File: src/source/sa_pkg.sv
package sa_pkg;

    // Array shape and arithmetic widths
    localparam int DATA_WIDTH = 8;
    localparam int ACC_WIDTH  = 2 * DATA_WIDTH;
    localparam int ARRAY_K    = 3;    // Weight rows, also the A row length
    localparam int ARRAY_N    = 4;    // Weight columns, also the result row length

    // Cycles from skewed element 0 to the aligned result row
    localparam int VALID_DELAY = ARRAY_K + ARRAY_N - 1;

    typedef logic [DATA_WIDTH-1:0] data_t;
    typedef logic [ACC_WIDTH-1:0]  acc_t;

    // Row index first, column index second
    typedef data_t [0:ARRAY_K-1][0:ARRAY_N-1] weight_mat_t;

    typedef struct packed {
        logic                  valid;
        data_t [0:ARRAY_K-1]   elems;
    } a_row_s;

    // Element k lags element 0 by k cycles, valid travels with element 0
    typedef struct packed {
        logic                  valid;
        data_t [0:ARRAY_K-1]   elems;
    } skew_row_s;

    typedef struct packed {
        acc_t [0:ARRAY_N-1]    sums;
    } sum_row_s;

    typedef struct packed {
        logic                  valid;
        acc_t [0:ARRAY_N-1]    sums;
    } result_row_s;

endpackage

File: src/source/sa_cell.sv
module sa_cell
    import sa_pkg::*;
(
    input  logic  clk,
    input  logic  arst_n,
    input  logic  weight_load,
    input  data_t weight_in,
    input  data_t data_in,
    input  acc_t  sum_in,
    output data_t data_out,
    output acc_t  sum_out
);

    data_t weight_q;    // Stationary weight
    acc_t  product;

    always_ff @(posedge clk or negedge arst_n)
    begin
        if (!arst_n)
        begin
            weight_q <= '0;
        end
        else if (weight_load)
        begin
            weight_q <= weight_in;
        end
    end

    // Full-width product, the sum wraps at ACC_WIDTH
    assign product = acc_t'(data_in) * acc_t'(weight_q);

    always_ff @(posedge clk or negedge arst_n)
    begin
        if (!arst_n)
        begin
            data_out <= '0;
            sum_out  <= '0;
        end
        else
        begin
            data_out <= data_in;              // Operand moves one column right
            sum_out  <= sum_in + product;     // Partial sum moves one row down
        end
    end

endmodule

File: src/source/sa_array.sv
module sa_array
    import sa_pkg::*;
(
    input  logic        clk,
    input  logic        arst_n,
    input  logic        weight_load,
    input  weight_mat_t weights,
    input  skew_row_s   skew_row,
    output sum_row_s    column_sums
);

    // Registered outputs of every cell
    data_t [0:ARRAY_K-1][0:ARRAY_N-1] data_w;
    acc_t  [0:ARRAY_K-1][0:ARRAY_N-1] sum_w;

    // k walks the rows, j walks the columns
    for (genvar k = 0; k < ARRAY_K; k++)
    begin : g_row
        for (genvar j = 0; j < ARRAY_N; j++)
        begin : g_col
            data_t data_left;
            acc_t  sum_above;

            // Left edge takes the skewed operand, the rest take the neighbour's
            if (j == 0)
            begin : g_edge_data
                assign data_left = skew_row.elems[k];
            end
            else
            begin : g_inner_data
                assign data_left = data_w[k][j-1];
            end

            // Top row starts every column from zero
            if (k == 0)
            begin : g_edge_sum
                assign sum_above = '0;
            end
            else
            begin : g_inner_sum
                assign sum_above = sum_w[k-1][j];
            end

            sa_cell i_sa_cell (
                .clk         (clk),
                .arst_n      (arst_n),
                .weight_load (weight_load),
                .weight_in   (weights[k][j]),
                .data_in     (data_left),
                .sum_in      (sum_above),
                .data_out    (data_w[k][j]),
                .sum_out     (sum_w[k][j])
            );
        end
    end

    // Bottom row carries the finished column sums
    for (genvar j = 0; j < ARRAY_N; j++)
    begin : g_out
        assign column_sums.sums[j] = sum_w[ARRAY_K-1][j];
    end

endmodule

File: src/source/sa_skew_feeder.sv
module sa_skew_feeder
    import sa_pkg::*;
(
    input  logic      clk,
    input  logic      arst_n,
    input  a_row_s    a_row,
    output skew_row_s skew_row
);

    a_row_s row_q;    // Input stage

    always_ff @(posedge clk or negedge arst_n)
    begin
        if (!arst_n)
        begin
            row_q <= '0;
        end
        else
        begin
            row_q.valid <= a_row.valid;
            // Bubbles enter the array as zeros
            row_q.elems <= a_row.valid ? a_row.elems : '0;
        end
    end

    assign skew_row.valid = row_q.valid;

    // Element k waits k extra cycles
    for (genvar k = 0; k < ARRAY_K; k++)
    begin : g_elem
        if (k == 0)
        begin : g_direct
            assign skew_row.elems[k] = row_q.elems[k];
        end
        else
        begin : g_delay
            data_t [1:k] chain;

            always_ff @(posedge clk or negedge arst_n)
            begin
                if (!arst_n)
                begin
                    chain <= '0;
                end
                else
                begin
                    chain[1] <= row_q.elems[k];
                    for (int s = 2; s <= k; s++)
                    begin
                        chain[s] <= chain[s-1];
                    end
                end
            end

            assign skew_row.elems[k] = chain[k];
        end
    end

endmodule

File: src/source/sa_result_collector.sv
module sa_result_collector
    import sa_pkg::*;
(
    input  logic        clk,
    input  logic        arst_n,
    input  logic        in_valid,
    input  sum_row_s    column_sums,
    output result_row_s result
);

    logic [1:VALID_DELAY] valid_sr;

    // Valid follows the row through skew, array and de-skew
    always_ff @(posedge clk or negedge arst_n)
    begin
        if (!arst_n)
        begin
            valid_sr <= '0;
        end
        else
        begin
            valid_sr <= {in_valid, valid_sr[1:VALID_DELAY-1]};
        end
    end

    assign result.valid = valid_sr[VALID_DELAY];

    // Column j leaves the array j cycles after column 0,
    // so it is held back by ARRAY_N-1-j cycles
    for (genvar j = 0; j < ARRAY_N; j++)
    begin : g_col
        if (j == ARRAY_N - 1)
        begin : g_direct
            assign result.sums[j] = column_sums.sums[j];    // Last column arrives last
        end
        else
        begin : g_delay
            acc_t [1:ARRAY_N-1-j] chain;

            always_ff @(posedge clk or negedge arst_n)
            begin
                if (!arst_n)
                begin
                    chain <= '0;
                end
                else
                begin
                    chain[1] <= column_sums.sums[j];
                    for (int s = 2; s <= ARRAY_N - 1 - j; s++)
                    begin
                        chain[s] <= chain[s-1];
                    end
                end
            end

            assign result.sums[j] = chain[ARRAY_N-1-j];
        end
    end

endmodule

File: src/source/sa_matmul_top.sv
module sa_matmul_top
    import sa_pkg::*;
(
    input  logic        clk,
    input  logic        arst_n,
    input  logic        weight_load,
    input  weight_mat_t weights,
    input  a_row_s      a_row,
    output result_row_s result
);

    skew_row_s skew_row;
    sum_row_s  column_sums;

    // Staggers each row diagonally
    sa_skew_feeder i_sa_skew_feeder (
        .clk      (clk),
        .arst_n   (arst_n),
        .a_row    (a_row),
        .skew_row (skew_row)
    );

    // Weight-stationary grid
    sa_array i_sa_array (
        .clk         (clk),
        .arst_n      (arst_n),
        .weight_load (weight_load),
        .weights     (weights),
        .skew_row    (skew_row),
        .column_sums (column_sums)
    );

    // Realigns the column sums into one row
    sa_result_collector i_sa_result_collector (
        .clk         (clk),
        .arst_n      (arst_n),
        .in_valid    (skew_row.valid),
        .column_sums (column_sums),
        .result      (result)
    );

endmodule

File: config.mk
export PLATFORM = sky130hd
export DESIGN_NAME = sa_matmul_top
export DESIGN_NICKNAME = d
export VERILOG_FILES = /design/src/source/sa_pkg.sv /design/src/source/sa_cell.sv /design/src/source/sa_array.sv /design/src/source/sa_skew_feeder.sv /design/src/source/sa_result_collector.sv /design/src/source/sa_matmul_top.sv
export SDC_FILE = /design/constraint.sdc
export NUM_CORES = 2
export LEC_CHECK = 0
export ABC_AREA = 1
export BUFFER_PORTS_ARGS = -buffer_cell sky130_fd_sc_hd__buf_2
export CAP_MARGIN = 10
export CORE_ASPECT_RATIO = 1.25
export CORE_UTILIZATION = 40
export DETAILED_ROUTE_END_ITERATION = 7
export GPL_TIMING_DRIVEN = 0
export PLACE_DENSITY = 0.58
export SYNTH_ARGS = -nofsm -noshare
export SYNTH_HDL_FRONTEND = slang
export SYNTH_SLANG_ARGS = --single-unit
File: constraint.sdc
create_clock -name clk -period 3.95 [get_ports clk]
set_input_delay 1.185 -clock clk [delete_from_list [all_inputs] [get_ports clk]]
set_output_delay 1.185 -clock clk [all_outputs]
set_load 0.01 [all_outputs]
# Word level (Yosys, flattened, before mapping)

Cells that the tools add are included.

Flip-flop bits (word level): 511
Output and inout port bits: 65

Muxes and demuxes: 1
$add $sub $neg: 8
$mul: 12

Operators with widths:

| kind                       | count |
|---|---|
| multiplier 8 x 8 -> 16 bit | 12 |
| adder 16 bit               | 8 |
| 2-to-1 mux 24 bit          | 1 |

# Longest topological paths before layout

Depth after elaboration: 2
Mapped depth: 21
Depth with buffers taken out: 19

# Modules after synthesis

A second synthesis with hierarchy kept.

Cells, all modules: 5948
Area, all modules: 49130.9 µm²

By module, submodules not included:

| module                                               | sequential area each (µm²) | area each (µm²) | times used | cells each |
|---|---|---|---|---|
| sa_cell (i_sa_array.g_row[1].g_col[0].i_sa_cell ...) | 800.8                      | 3727.3          | 8          | 475 |
| sa_cell (i_sa_array.g_row[0].g_col[1].i_sa_cell ...) | 800.8                      | 3708.6          | 3          | 470 |
| sa_cell (i_sa_array.g_row[0].g_col[0].i_sa_cell)     | 800.8                      | 3706.1          | 1          | 470 |
| sa_result_collector                                  | 2552.4                     | 2920.3          | 1          | 151 |
| sa_skew_feeder                                       | 1226.2                     | 1556.5          | 1          | 116 |
| sa_array                                             | 0.0                        | 3.8             | 1          | 1 |

# Worst setup path after synthesis

No wires, ideal clock.

Path type: register to register
Start point: register i_sa_skew_feeder.g_elem[1].g_delay.chain[6] (netlist bit)
End point: register i_sa_array.g_row[1].g_col[0].i_sa_cell.sum_out[11]
Clock period less this slack: 3761 ps
Data arrival time: 3637 ps
Cell stages (with the launch flop): 15
Library setup time: 124 ps
Path slack: 189 ps
Path buffers: 1
Required time: 3826 ps
Cell sequence: dfrtp_1 clkbuf_1 nand2_1 fa_1 inv_1 fa_1 inv_1 fa_1 fa_1 inv_1 ha_1 or2_2 nand3_1 nand2_1 xor2_1

Longest elaborated chain between the ends: 2

RTL lines:

| what                            | RTL line             | RTL |
|---|---|---|
| start, declared                 | sa_skew_feeder.sv:37 | `data_t [1:k] chain;` |
| start signal, assigned by index | sa_skew_feeder.sv:50 | `chain[s] <= chain[s-1];` |
| multiplier 8 x 8 -> 16 bit      | sa_cell.sv:30        | `assign product = acc_t'(data_in) * acc_t'(weight_q);` |
| adder 16 bit                    | sa_cell.sv:42        | `sum_out <= sum_in + product;` |
| end signal, assigned            | sa_cell.sv:42        |  |
| end, declared                   | sa_cell.sv:11        | `output acc_t sum_out` |

No other way between the ends.
A chain may end at the register's enable or synchronous reset.

# Final worst setup path

Start point: register i_sa_skew_feeder.row_q, in the netlist i_sa_skew_feeder.skew_row[21]
End point: register i_sa_array.g_row[0].g_col[0].i_sa_cell.sum_out[15]

Longest elaborated chain between the ends: 1

RTL lines:

| what                                                   | RTL line             | RTL |
|---|---|---|
| start, declared                                        | sa_skew_feeder.sv:10 | `a_row_s row_q;` |
| multiplier 8 x 8 -> 16 bit                             | sa_cell.sv:30        |  |
| via i_sa_array.g_row[0].g_col[0].i_sa_cell.product[15] | sa_cell.sv:15        | `acc_t product;` |
| end signal, assigned                                   | sa_cell.sv:42        |  |
| end, declared                                          | sa_cell.sv:11        |  |

The timed path passes the listed nets, and every way through them passes these cells.

==> flow_metrics.env <==
export IMPL_cp_slowest_cell="fa_1"
export IMPL_ys_ff_latch=511
export IMPL_design_die_area_um2=118000
export IMPL_critical_path_max_stage_delay_ns=0.52
export IMPL_min_path_type="flip-flop to flip-flop"
export IMPL_max_clock_freq_ghz=0.261
export IMPL_nNetsFinal=6986
export IMPL_fillers=11300
export IMPL_syn_area_per_cell_um2=8.23
export IMPL_cp_cell_sequence="buf_8, nand2_1, inv_1, fa_1, inv_1, fa_1, inv_1, fa_1, inv_1, fa_1, inv_2, ha_4, nand2_2, nor2_2, and2_1, nand2_1, nand3_1, nand2_1, nand2_2"
export IMPL_rsz0062_at_grt="true"
export IMPL_worstSetupPathType="flip-flop to flip-flop"
export IMPL_grt_max_degree=118
export IMPL_syn_to_final_growth_pct=13.9
export IMPL_die_h_um=384
export IMPL_antenna_found_initial=0
export IMPL_synthesis_nets=6770
export IMPL_required_ns=4.55
export IMPL_numClockSinks=511
export IMPL_path_clk_slew_ns=0.06
export IMPL_final_core_util_pct=46.2
export IMPL_drc=0
export IMPL_grt_first_pass_wirelength_mm=167
export IMPL_routed_wl_mm=100
export IMPL_layout_common_cells="inv_1 (1849), nand2_1 (1481), fa_1 (540)"
export IMPL_synth_seq_area_share_pct=27.4
export IMPL_root_buffer="clkbuf_16"
export IMPL_fin_crit_ns=3.83
export IMPL_powerDensity_nw_per_um2=635
export IMPL_core_um2=115000
export IMPL_gp_congestion=0.843
export IMPL_pre_cts_ws_ns=-0.388
export IMPL_die_w_um=308
export IMPL_setup_viol=0
export IMPL_setup_slack_ns=0.120
export IMPL_endpoint_kind="flip-flop"
export IMPL_cts_made_buffers=59
export IMPL_finClkSkew_ns=0.0285
export IMPL_start_util_pct=40.5
export IMPL_grt_ovfl_total=0
export IMPL_min_period_over_period_pct=97.0
export IMPL_antenna_left=0
export IMPL_hold_buffers=0
export IMPL_htreeDepth=2
export IMPL_arrival_ns=4.43
export IMPL_ir_drop_mv=0.523
export IMPL_path_delay_family="adder cells"
export IMPL_hold_ws_ns=0.344
export IMPL_clockBufferDepth=3
export IMPL_ys_types=23
export IMPL_dp_hpwl_mm=82.2
export IMPL_synthCells=5678
export IMPL_rows=139
export IMPL_final_layout_size_suffix_gt1_share_pct=14.4
export IMPL_grt_usage_pct=17.6
export IMPL_place_area_um2=49800
export IMPL_netlist_area_um2=46800
export IMPL_final_common_cell="inv_1"
export IMPL_firstDrtPassIters=5
export IMPL_finalHoldViolations=0
export IMPL_wire_per_inst_um=13.4
export IMPL_drt_first_iter_violations=1333
export IMPL_worstPathMaxFanout=8
export IMPL_slew_violations=0
export IMPL_worst_pin_slew_ns=0.806
export IMPL_status="complete, no violations"
export IMPL_power_leakage_nw=32.8
export IMPL_vias=32800
export IMPL_yosys_warnings=0
export IMPL_diodes=0
export IMPL_slew_headroom_pct=46.2
export IMPL_setup_worst_path_start_class="flip-flop"
export IMPL_viasPerCell=4.37
export IMPL_numPortBuffers=187
export IMPL_fin_area_um2=53300
export IMPL_cts_tree="done"
export IMPL_maxCapViolCount=0
export IMPL_clk_latency_ns=0.68
export IMPL_grt_pass1_vias=34300
export IMPL_io_pins=189
export IMPL_critPathBufInv=6
metal layers:
metal	wire [um]	GRT usage (%)	share of wire [%]	vias up
li1	-	-	-	16300
met1	42400	21.2	42	15800
met2	51200	32.1	51	479
met3	3270	2.07	3.3	146
met4	3270	6.15	3.3	0
met5	0	0	0	-
cell families (layout without fill, tap and decap cells):
logic type	count (synthesis)	count (layout)	share of synthesized area (%)
AOI/OAI and AO/OA	81	81	0.867
xor gates and xnor gates	85	85	1.59
adders and majority gates	968	968	34.6
buffers and inverters	2114	2377	17.6
DFF	511	511	27.4
muxes	96	96	2.63
and+or+nand+nor	1823	1823	15.4
synthesized netlist by cell type:
cell type,instances,area (um^2)
inv_1,1859,6980
nand2_1,1524,5720
fa_1,544,10900
dfrtp_1,511,12800
ha_1,424,5310
clkbuf_1,194,728
nand3_1,152,761
nor2_1,90,338
a21oi_1,81,405
xor2_1,61,534
mux2_2,56,631
nand4_1,51,319
buf_4,49,368
mux2_4,40,601
xnor2_1,24,210
buf_2,5,25.0
and2_1,4,25.0
buf_12,4,80.1
buf_6,1,11.3
buf_8,1,15.0
clkbuf_2,1,5.00
nand3_2,1,10.0
or2_2,1,6.26
report_power, final:
part / switching (mW) / internal [mW]
registers: 0.727 / 6.88
clock network: 2.40 / 3.34
logic: 12.0 / 8.42
state kept, by name (all words and copies together) (netlist names):
| register | count |
|---|---|
| i_sa_skew_feeder.row_q | 16 |
| i_sa_result_collector.result | 32 |
| i_sa_array.g_row.g_col.i_sa_cell.data_out | 72 |
| i_sa_array.g_row.g_col.i_sa_cell.sum_out | 192 |
| i_sa_result_collector.g_col.g_delay.chain | 64 |
| i_sa_skew_feeder.g_elem.g_delay.chain | 16 |
| i_sa_skew_feeder.skew_row | 17 |
| i_sa_result_collector.valid_sr | 6 |
| i_sa_array.g_row.g_col.i_sa_cell.weight_q | 96 |
final timing paths:
check | depth (start not counted) | slack (ns) | end | start
min in group asynchronous | 1 | 0.49 | i_sa_result_collector.result[43] | arst_n
min | 0 | 0.34 | i_sa_result_collector.g_col[0].g_delay.chain[16] | i_sa_result_collector.g_col[0].g_delay.chain[32]
max | 19 | 0.12 | i_sa_array.g_row[0].g_col[0].i_sa_cell.sum_out[15] | i_sa_skew_feeder.skew_row[21]
min reg2reg | 0 | 0.34 | i_sa_result_collector.g_col[0].g_delay.chain[16] | i_sa_result_collector.g_col[0].g_delay.chain[32]
max reg2reg | 19 | 0.12 | i_sa_array.g_row[0].g_col[0].i_sa_cell.sum_out[15] | i_sa_skew_feeder.skew_row[21]
max in group asynchronous | 3 | 1.77 | asynchronous set/reset pin | arst_n
area by class of cell:
| class | count | area [um^2] | share of cell area (%) |
|---|---|---|---|
| Clock buffer | 72 | 1590 | 2.98 |
| Sequential cell | 511 | 12900 | 24.3 |
| Timing Repair Buffer | 272 | 1690 | 3.17 |
| Inverter | 1859 | 6980 | 13.1 |
| Buffer | 138 | 1100 | 2.07 |
| Multi-Input combinational cell | 3053 | 26600 | 49.9 |
| Clock inverter | 36 | 449 | 0.844 |
| Tap cell | 1551 | 1940 | 3.64 |
stage by stage:
stage	std cells	power (mW)	setup TNS (ns)
6_report	7492	33.8	0
4_1_cts	7459	32.5	0
2_1_floorplan	5678	21.8	0
5_1_grt	7492	37.8	-0.278
3_3_place_gp	7416	26.0	-4567.25
3_5_place_dp	7420	26.3	-14.79
what timing repair did:
item	in CTS	in global routing
resized for setup	122	395
endpoints found under the setup margin	97	96
pin swaps	0	39
setup buffers	8	73
No activity file was read; power rests on OpenSTA's default activity.
